==> config.mk <==
export PLATFORM = sky130hd
export DESIGN_NAME = local_threshold_top
export DESIGN_NICKNAME = d
export VERILOG_FILES = /design/src/source/lt_pkg.sv /design/src/source/local_threshold_top.sv /design/src/source/threshold_decider.sv /design/src/source/window_accumulator.sv /design/src/source/column_adder_tree.sv /design/src/source/raster_position.sv
export VERILOG_INCLUDE_DIRS = /design/src /design/src/source
export SDC_FILE = /design/constraint.sdc
export NUM_CORES = 1
export LEC_CHECK = 0
export BUFFER_PORTS_ARGS = -buffer_cell sky130_fd_sc_hd__buf_2
export CORE_ASPECT_RATIO = 1.5
export CORE_MARGIN = 2
export CORE_UTILIZATION = 60
export CTS_CLUSTER_DIAMETER = 40
export CTS_CLUSTER_SIZE = 25
export DETAILED_ROUTE_END_ITERATION = 10
export PLACE_DENSITY = 0.83
export SYNTH_ARGS = -nofsm -noshare
export SYNTH_HDL_FRONTEND = slang
export SYNTH_HIERARCHICAL = 1
export SYNTH_SLANG_ARGS = --single-unit
==> constraint.sdc <==
create_clock -name clk -period 14.67 [get_ports clk]
set_clock_uncertainty 0.15 [all_clocks]
set_input_delay 2.2005 -clock clk [delete_from_list [all_inputs] [get_ports clk]]
set_output_delay 2.2005 -clock clk [all_outputs]
set_load 0.05 [all_outputs]
==> src/source/lt_cfg.svh <==
`ifndef LT_CFG_SVH
`define LT_CFG_SVH

// one column of LT_WIN pixels arrives per strobe
`define LT_WIN        17
`define LT_PIX_W      8

// columns per row band and row bands per frame
`define LT_COLS       32
`define LT_ROWS       4

// 17 pixels of 255 fit in 13 bits
`define LT_COL_SUM_W  13

// 289 pixels of 255 fit in 17 bits
`define LT_WIN_SUM_W  17

`endif
==> src/source/lt_pkg.sv <==
`default_nettype none
`include "lt_cfg.svh"

package lt_pkg;

    // index 0 is the top pixel of the column and index 8 the centre
    typedef logic [`LT_WIN-1:0][`LT_PIX_W-1:0] pixel_column_t;

    typedef struct packed {
        logic [5:0] col_idx;
        logic [2:0] row_idx;
        logic       first_of_row;
        logic       window_full;     // at least LT_WIN columns seen in this band
        logic       last_of_frame;
    } col_tag_t;

    typedef struct packed {
        logic                     valid;
        col_tag_t                 tag;
        logic [`LT_COL_SUM_W-1:0] col_sum;
        logic [`LT_PIX_W-1:0]     centre;    // pixel 8 of this column
    } tree_out_t;

    typedef struct packed {
        logic                     valid;
        col_tag_t                 tag;
        logic [`LT_WIN_SUM_W-1:0] win_sum;
        logic [`LT_PIX_W-1:0]     centre;    // centre pixel of the middle column
    } window_t;

    typedef struct packed {
        logic [`LT_WIN_SUM_W-1:0] win_sum;
        logic [`LT_PIX_W-1:0]     centre;
        logic                     foreground;
        logic [5:0]               col_idx;
        logic [2:0]               row_idx;
    } lt_result_t;

endpackage

`default_nettype wire

==> src/source/local_threshold_top.sv <==
`timescale 1ns/1ps
`default_nettype none
`include "lt_cfg.svh"

module local_threshold_top
    import lt_pkg::*;
(
    input  wire                clk,
    input  wire                rst,
    input  wire                i_col_valid,
    input  wire pixel_column_t i_col,
    output logic               o_valid,
    output lt_result_t         o_result,
    output logic               o_frame_done
);

    col_tag_t  col_tag;     // tag of the column on the input
    tree_out_t tree;
    window_t   window;

    raster_position raster_position_inst (
        .clk         (clk),
        .rst         (rst),
        .i_col_valid (i_col_valid),
        .o_tag       (col_tag)
    );

    column_adder_tree column_adder_tree_inst (
        .clk         (clk),
        .rst         (rst),
        .i_col_valid (i_col_valid),
        .i_col       (i_col),
        .i_tag       (col_tag),
        .o_tree      (tree)
    );

    window_accumulator window_accumulator_inst (
        .clk      (clk),
        .rst      (rst),
        .i_tree   (tree),
        .o_window (window)
    );

    threshold_decider threshold_decider_inst (
        .clk          (clk),
        .rst          (rst),
        .i_window     (window),
        .o_valid      (o_valid),
        .o_result     (o_result),
        .o_frame_done (o_frame_done)
    );

endmodule

`default_nettype wire

==> src/source/threshold_decider.sv <==
`timescale 1ns/1ps
`default_nettype none
`include "lt_cfg.svh"

module threshold_decider
    import lt_pkg::*;
(
    input  wire          clk,
    input  wire          rst,
    input  wire window_t i_window,
    output logic         o_valid,
    output lt_result_t   o_result,
    output logic         o_frame_done
);

    localparam int SUM_W = `LT_WIN_SUM_W;
    localparam int PIX_W = `LT_PIX_W;
    localparam logic [SUM_W-1:0] AREA = SUM_W'(`LT_WIN * `LT_WIN);

    logic [SUM_W-1:0] scaled;
    logic             foreground;
    logic             full;

    // centre above the local mean, compared without a divide
    assign scaled     = {{(SUM_W-PIX_W){1'b0}}, i_window.centre} * AREA;
    assign foreground = (scaled > i_window.win_sum);
    assign full       = i_window.valid & i_window.tag.window_full;

    always_ff @(posedge clk) begin
        if (rst) begin
            o_valid      <= 1'b0;
            o_frame_done <= 1'b0;
        end else begin
            o_valid      <= full;
            o_frame_done <= i_window.valid & i_window.tag.last_of_frame;
        end
    end

    always_ff @(posedge clk) begin
        if (full) begin
            o_result.win_sum    <= i_window.win_sum;
            o_result.centre     <= i_window.centre;
            o_result.foreground <= foreground;
            o_result.col_idx    <= i_window.tag.col_idx;
            o_result.row_idx    <= i_window.tag.row_idx;
        end
    end

endmodule

`default_nettype wire

==> src/source/window_accumulator.sv <==
`timescale 1ns/1ps
`default_nettype none
`include "lt_cfg.svh"

module window_accumulator
    import lt_pkg::*;
(
    input  wire            clk,
    input  wire            rst,
    input  wire tree_out_t i_tree,
    output window_t        o_window
);

    localparam int CSUM_W = `LT_COL_SUM_W;
    localparam int WSUM_W = `LT_WIN_SUM_W;
    localparam int DEPTH  = `LT_WIN;
    localparam int MID    = `LT_WIN / 2;

    logic [CSUM_W-1:0]    csum_line [DEPTH];
    logic [`LT_PIX_W-1:0] ctr_line [MID+1];
    logic [WSUM_W-1:0]    win_sum_q;
    logic [WSUM_W-1:0]    csum_new;
    logic [WSUM_W-1:0]    csum_old;
    logic                 vld_q;
    col_tag_t             tag_q;

    assign csum_new = {{(WSUM_W-CSUM_W){1'b0}}, i_tree.col_sum};
    assign csum_old = {{(WSUM_W-CSUM_W){1'b0}}, csum_line[DEPTH-1]};    // 17 columns back

    always_ff @(posedge clk) begin
        if (rst) begin
            vld_q <= 1'b0;
        end else begin
            vld_q <= i_tree.valid;
        end
    end

    // ########################################################################
    // running sum over the last LT_WIN column sums
    // ########################################################################

    always_ff @(posedge clk) begin
        tag_q <= i_tree.tag;
        if (i_tree.valid) begin
            if (i_tree.tag.first_of_row) begin
                win_sum_q <= csum_new;
                for (int i = 1; i < DEPTH; i++) begin
                    csum_line[i] <= '0;    // partial windows then subtract zero
                end
            end else begin
                win_sum_q <= win_sum_q + csum_new - csum_old;
                for (int i = 1; i < DEPTH; i++) begin
                    csum_line[i] <= csum_line[i-1];
                end
            end
            csum_line[0] <= i_tree.col_sum;
        end
    end

    // centre pixels of the newest nine columns, the oldest is the middle one
    always_ff @(posedge clk) begin
        if (i_tree.valid) begin
            ctr_line[0] <= i_tree.centre;
            for (int i = 1; i <= MID; i++) begin
                ctr_line[i] <= ctr_line[i-1];
            end
        end
    end

    assign o_window = '{
        valid:   vld_q,
        tag:     tag_q,
        win_sum: win_sum_q,
        centre:  ctr_line[MID]
    };

endmodule

`default_nettype wire

==> src/source/column_adder_tree.sv <==
`timescale 1ns/1ps
`default_nettype none
`include "lt_cfg.svh"

module column_adder_tree
    import lt_pkg::*;
(
    input  wire                clk,
    input  wire                rst,
    input  wire                i_col_valid,
    input  wire pixel_column_t i_col,
    input  wire col_tag_t      i_tag,
    output tree_out_t          o_tree
);

    localparam int PIX_W  = `LT_PIX_W;
    localparam int SUM_W  = `LT_COL_SUM_W;
    localparam int CENTRE = `LT_WIN / 2;
    localparam int LAST   = `LT_WIN - 1;

    pixel_column_t    st1_col;
    logic [PIX_W:0]   lvl2_q [8];
    logic [PIX_W+1:0] lvl3_q [4];
    logic [PIX_W+2:0] lvl4_q [2];
    logic [SUM_W-1:0] sum_q;
    logic [PIX_W-1:0] tail_q [3];     // the odd pixel waits for the last level
    logic [PIX_W-1:0] ctr_q [4];
    logic [4:0]       vld_q;
    col_tag_t         tag_q [5];

    // one valid bit per stage keeps up to five columns apart
    always_ff @(posedge clk) begin
        if (rst) begin
            vld_q <= '0;
        end else begin
            vld_q <= {vld_q[3:0], i_col_valid};
        end
    end

    // ########################################################################
    // stage 1 registers the column, stages 2 to 5 are the pairwise levels
    // ########################################################################

    always_ff @(posedge clk) begin
        st1_col <= i_col;
        for (int i = 0; i < 8; i++) begin
            lvl2_q[i] <= {1'b0, st1_col[2*i]} + {1'b0, st1_col[2*i+1]};
        end
        for (int i = 0; i < 4; i++) begin
            lvl3_q[i] <= {1'b0, lvl2_q[2*i]} + {1'b0, lvl2_q[2*i+1]};
        end
        for (int i = 0; i < 2; i++) begin
            lvl4_q[i] <= {1'b0, lvl3_q[2*i]} + {1'b0, lvl3_q[2*i+1]};
        end
        sum_q <= {2'b00, lvl4_q[0]} + {2'b00, lvl4_q[1]}
               + {{(SUM_W-PIX_W){1'b0}}, tail_q[2]};
    end

    always_ff @(posedge clk) begin
        tail_q[0] <= st1_col[LAST];
        tail_q[1] <= tail_q[0];
        tail_q[2] <= tail_q[1];
    end

    // ########################################################################
    // tag and centre pixel ride along with the sums
    // ########################################################################

    always_ff @(posedge clk) begin
        tag_q[0] <= i_tag;
        for (int i = 1; i < 5; i++) begin
            tag_q[i] <= tag_q[i-1];
        end
        ctr_q[0] <= st1_col[CENTRE];    // enters at stage 2 next to the first level
        for (int i = 1; i < 4; i++) begin
            ctr_q[i] <= ctr_q[i-1];
        end
    end

    assign o_tree = '{
        valid:   vld_q[4],
        tag:     tag_q[4],
        col_sum: sum_q,
        centre:  ctr_q[3]
    };

endmodule

`default_nettype wire

==> src/source/raster_position.sv <==
`timescale 1ns/1ps
`default_nettype none
`include "lt_cfg.svh"

module raster_position
    import lt_pkg::*;
(
    input  wire      clk,
    input  wire      rst,
    input  wire      i_col_valid,
    output col_tag_t o_tag
);

    logic [5:0] col_cnt;
    logic [2:0] row_cnt;
    logic       col_last;
    logic       row_last;

    assign col_last = (col_cnt == 6'(`LT_COLS - 1));
    assign row_last = (row_cnt == 3'(`LT_ROWS - 1));

    // ########################################################################
    // column and band counters, stepped once per column strobe
    // ########################################################################

    always_ff @(posedge clk) begin
        if (rst) begin
            col_cnt <= '0;
            row_cnt <= '0;
        end else if (i_col_valid) begin
            if (col_last) begin
                col_cnt <= '0;
                row_cnt <= row_last ? 3'd0 : row_cnt + 3'd1;    // wraps into the next frame
            end else begin
                col_cnt <= col_cnt + 6'd1;
            end
        end
    end

    // the tag describes the column on the input right now
    always_comb begin
        o_tag.col_idx       = col_cnt;
        o_tag.row_idx       = row_cnt;
        o_tag.first_of_row  = (col_cnt == 6'd0);
        o_tag.window_full   = (col_cnt >= 6'(`LT_WIN - 1));
        o_tag.last_of_frame = col_last & row_last;
    end

endmodule

`default_nettype wire

==> metrics.csv <==
stage,metric,value,unit
floorplan,std_cell_rows,97,
logic_synthesis,synthesis.instances,2087,
clock_tree,cts_tree,done,
outcome,status,finished clean,
cells_and_area,layout.area.seq,0.01891,mm²
clock_tree,worst_setup_hold_path_clk_slew,0.09,ns
global_routing,gr-total-overflow,0,
detailed_routing,drt_wl_total,47110,µm
clock_tree,post_cts_buffers,0,
timing,part_of_the_cycle_the_worst_path_needs,28.88,%
clock_tree,insertion_delay,0.58,ns
cells_and_area,area_growth,11.92,%
pwr,finalPower,0.005452,W
detailed_routing,drcViolationCount,0,
worst_setup_path,cp_launch_type,flip-flop,
min_path,worst_hold_startpoint,column_adder_tree_inst/tag_q[0][14]$_DFF_P_,
worst_setup_path,timing.critical_path.to_type,flip-flop,
timing,report.final.slew_viol_count,0,
placement,placed_cells_incl_taps,2809,
logic_synthesis,synthesized_area,0.02845,mm²
global_routing,gr-usage-all-layers,19.35,%
timing,finalWorstPathRequiredPeriod,4.236,ns
floorplan,dieHeight,270.7,µm
detailed_routing,routedWlPerCell,16.21,µm
detailed_routing,detail_route.iter0.violations,837,
global_routing,grt_max_degree,193,
clock_tree,numClockSinks,772,
worst_setup_path,timing.critical_path.fanout_max,4,
detailed_routing,post_drt_via_cell_ratio,5.277,
worst_setup_path,regToRegSetupSlack,10.43,ns
pwr,static_leak,13.14,nW
clock_tree,post_cts_resize_count,0,
detailed_routing,drt_first_pass_iters,5,
min_path,timing.hold.worst.class,reg2reg,
worst_setup_path,timing.critical_path.arrival,4.51,ns
logic_synthesis,ys_warn_count,6,
global_routing,first_global_vias,16131,
clock_tree,cts_max_level,2,
global_routing,number_of_antenna_violations_at_the_first_check_in_global_routing,1,
placement,detailedPlacementHpwl,32660,µm
clock_tree,clock_path_buffers,3,
placement,gp_congestion,0.8563,
timing,finalSetupViolations,0,
cells_and_area,layoutNonFillerInstCount,2906,
logic_synthesis,synth.net_count,2458,
min_path,worstHoldPathCells,0,
clock_tree,tritoncts.num_buffers,52,
floorplan,core-area,0.04673,mm²
worst_setup_path,worstReg2RegEnd,threshold_decider_inst/o_result[9]$_DFFE_PP_,
clock_tree,cts_hold_buf,0,
cells_and_area,num-nets-final,2640,
worst_setup_path,rr_worst_depth,16,
timing,slew-limit-headroom,22.70,%
cells_and_area,nFillCells,3128,
floorplan,die-width,181.8,µm
min_path,min_delay_worst_endpoint,column_adder_tree_inst/tag_q[0][26]$_DFF_P_,
timing,timing.hold.ws,0.1768,ns
timing,achievable-frequency,236.1,MHz
timing,tns,0,ns
pwr,power_density,171.2,mW/mm²
placement,buffer_ports.inserted,175,
clock_tree,cts_root_buffer,clkbuf_16,
detailed_routing,detail-route-antenna-nets,0,
floorplan,boundaryPins,176,
flow_run,max-cap-violations,0,
global_routing,grt_pass1_wl,76850,µm
cells_and_area,final_layout_size_suffix_gt1_share,13.11,%
logic_synthesis,post_synth.cell_area_avg,13.63,µm²
pwr,worst_ir_drop_vdd,0.0001463,V
timing,rsz0062_at_grt,no,
timing,worst_pin_slew,1.159,ns
floorplan,dieArea,0.04921,mm²
worst_setup_path,setup.worst_path.class,reg2reg,
cells_and_area,combined_area_of_the_multi_input_logic_cells,0.008718,mm²
worst_setup_path,critical_path_required,14.94,ns
timing,final_hold_viol_count,0,
worst_setup_path,timing.rr.start,window_accumulator_inst/ctr_line[0][66]$_DFFE_PP_,
floorplan,initial_core_util,60.88,%
detailed_routing,vias,15335,
[flip-flops by register name, summed over array words and instances, names as in the netlist]
signal and cells:
threshold_decider_inst/o_frame_done 1, threshold_decider_inst/o_result 35, raster_position_inst/row_cnt 3, window_accumulator_inst/vld_q 1, column_adder_tree_inst/lvl4_q 22, window_accumulator_inst/csum_line 221
column_adder_tree_inst/lvl2_q 72, column_adder_tree_inst/lvl3_q 40, column_adder_tree_inst/tag_q 60, raster_position_inst/col_cnt 6, column_adder_tree_inst/sum_q 13, window_accumulator_inst/o_window 11
window_accumulator_inst/ctr_line 72, column_adder_tree_inst/st1_col 136, window_accumulator_inst/win_sum_q 17, column_adder_tree_inst/tail_q 24, column_adder_tree_inst/vld_q 5, column_adder_tree_inst/ctr_q 32
threshold_decider_inst/o_valid 1
[where the power goes]
group | internal [W] | switching (W)
clock | 0.000825 | 0.000801
combinational | 0.000572 | 0.000702
sequential | 0.00244 | 0.000111
total | 0.00384 | 0.00161
[final cells by class]
type                            count  area share (%)
Sequential cell                   772           59.40
Multi-Input combinational cell   1116           27.38
Clock buffer                       58           4.256
Timing Repair Buffer              181           2.932
Tap cell                          594           2.334
Clock inverter                     38           1.969
Inverter                          146           1.721
Antenna cell                        1        0.007859
[cells in the final DEF (no fill, tap or decap), drive strengths merged, types with 29 or more instances in the layout]
master / n
nand2: 65
xor2: 40
nor2: 56
a21oi: 93
xnor2: 70
buf: 181
clkbuf: 58
o21ai: 57
edfxtp: 345
a21o: 31
and2: 216
fa: 38
ha: 194
dfxtp: 427
nand3: 29
inv: 163
[layer usage]
layer,vias to the layer above,track usage (%),part of all wire [%]
li1,7555,-,-
met4,0,8.194,3.9
met2,305,37.17,55
met3,105,2.638,3.3
met1,7370,21.10,38
met5,-,0,0
[how the worst max path moves through the flow]
stage	start	to	slack, ns	depth (start not counted)
2_1_floorplan	column_adder_tree_inst/vld_q[4]$_SDFF_PP0_	window_accumulator_inst/csum_line[0][100]$_SDFFCE_PN0P_	7.13	2
3_3_place_gp	window_accumulator_inst/ctr_line[0][66]$_DFFE_PP_	threshold_decider_inst/o_result[9]$_DFFE_PP_	10.61	16
3_5_place_dp	window_accumulator_inst/ctr_line[0][71]$_DFFE_PP_	threshold_decider_inst/o_result[9]$_DFFE_PP_	10.54	16
4_1_cts	window_accumulator_inst/ctr_line[0][71]$_DFFE_PP_	threshold_decider_inst/o_result[9]$_DFFE_PP_	10.46	16
5_1_grt	window_accumulator_inst/ctr_line[0][71]$_DFFE_PP_	threshold_decider_inst/o_result[9]$_DFFE_PP_	10.18	16
6_report	window_accumulator_inst/ctr_line[0][66]$_DFFE_PP_	threshold_decider_inst/o_result[9]$_DFFE_PP_	10.43	16
[stage by stage]
stage	util (%)	area, µm²	setup WS (ns)
2_1_floorplan	-	28450	7.129
3_3_place_gp	63.89	29850	10.61
3_5_place_dp	63.89	29850	10.54
4_1_cts	68.14	31840	10.46
5_1_grt	68.14	31840	10.18
6_report	68.14	31840	10.43
[worst max-delay path, stage by stage (launching register included)]
cell,delay [ns]
edfxtp_1,0.45
ha_1,0.32
ha_1,0.28
ha_1,0.17
inv_1,0.06
fa_1,0.45
and3b_1,0.25
o21ai_0,0.11
a21oi_1,0.21
mux2i_1,0.23
nand2_1,0.08
ha_1,0.35
nand4_2,0.16
nor4_2,0.33
and4_1,0.26
nand2b_1,0.07
a32oi_1,0.17
(Power assumes the default switching activity.)
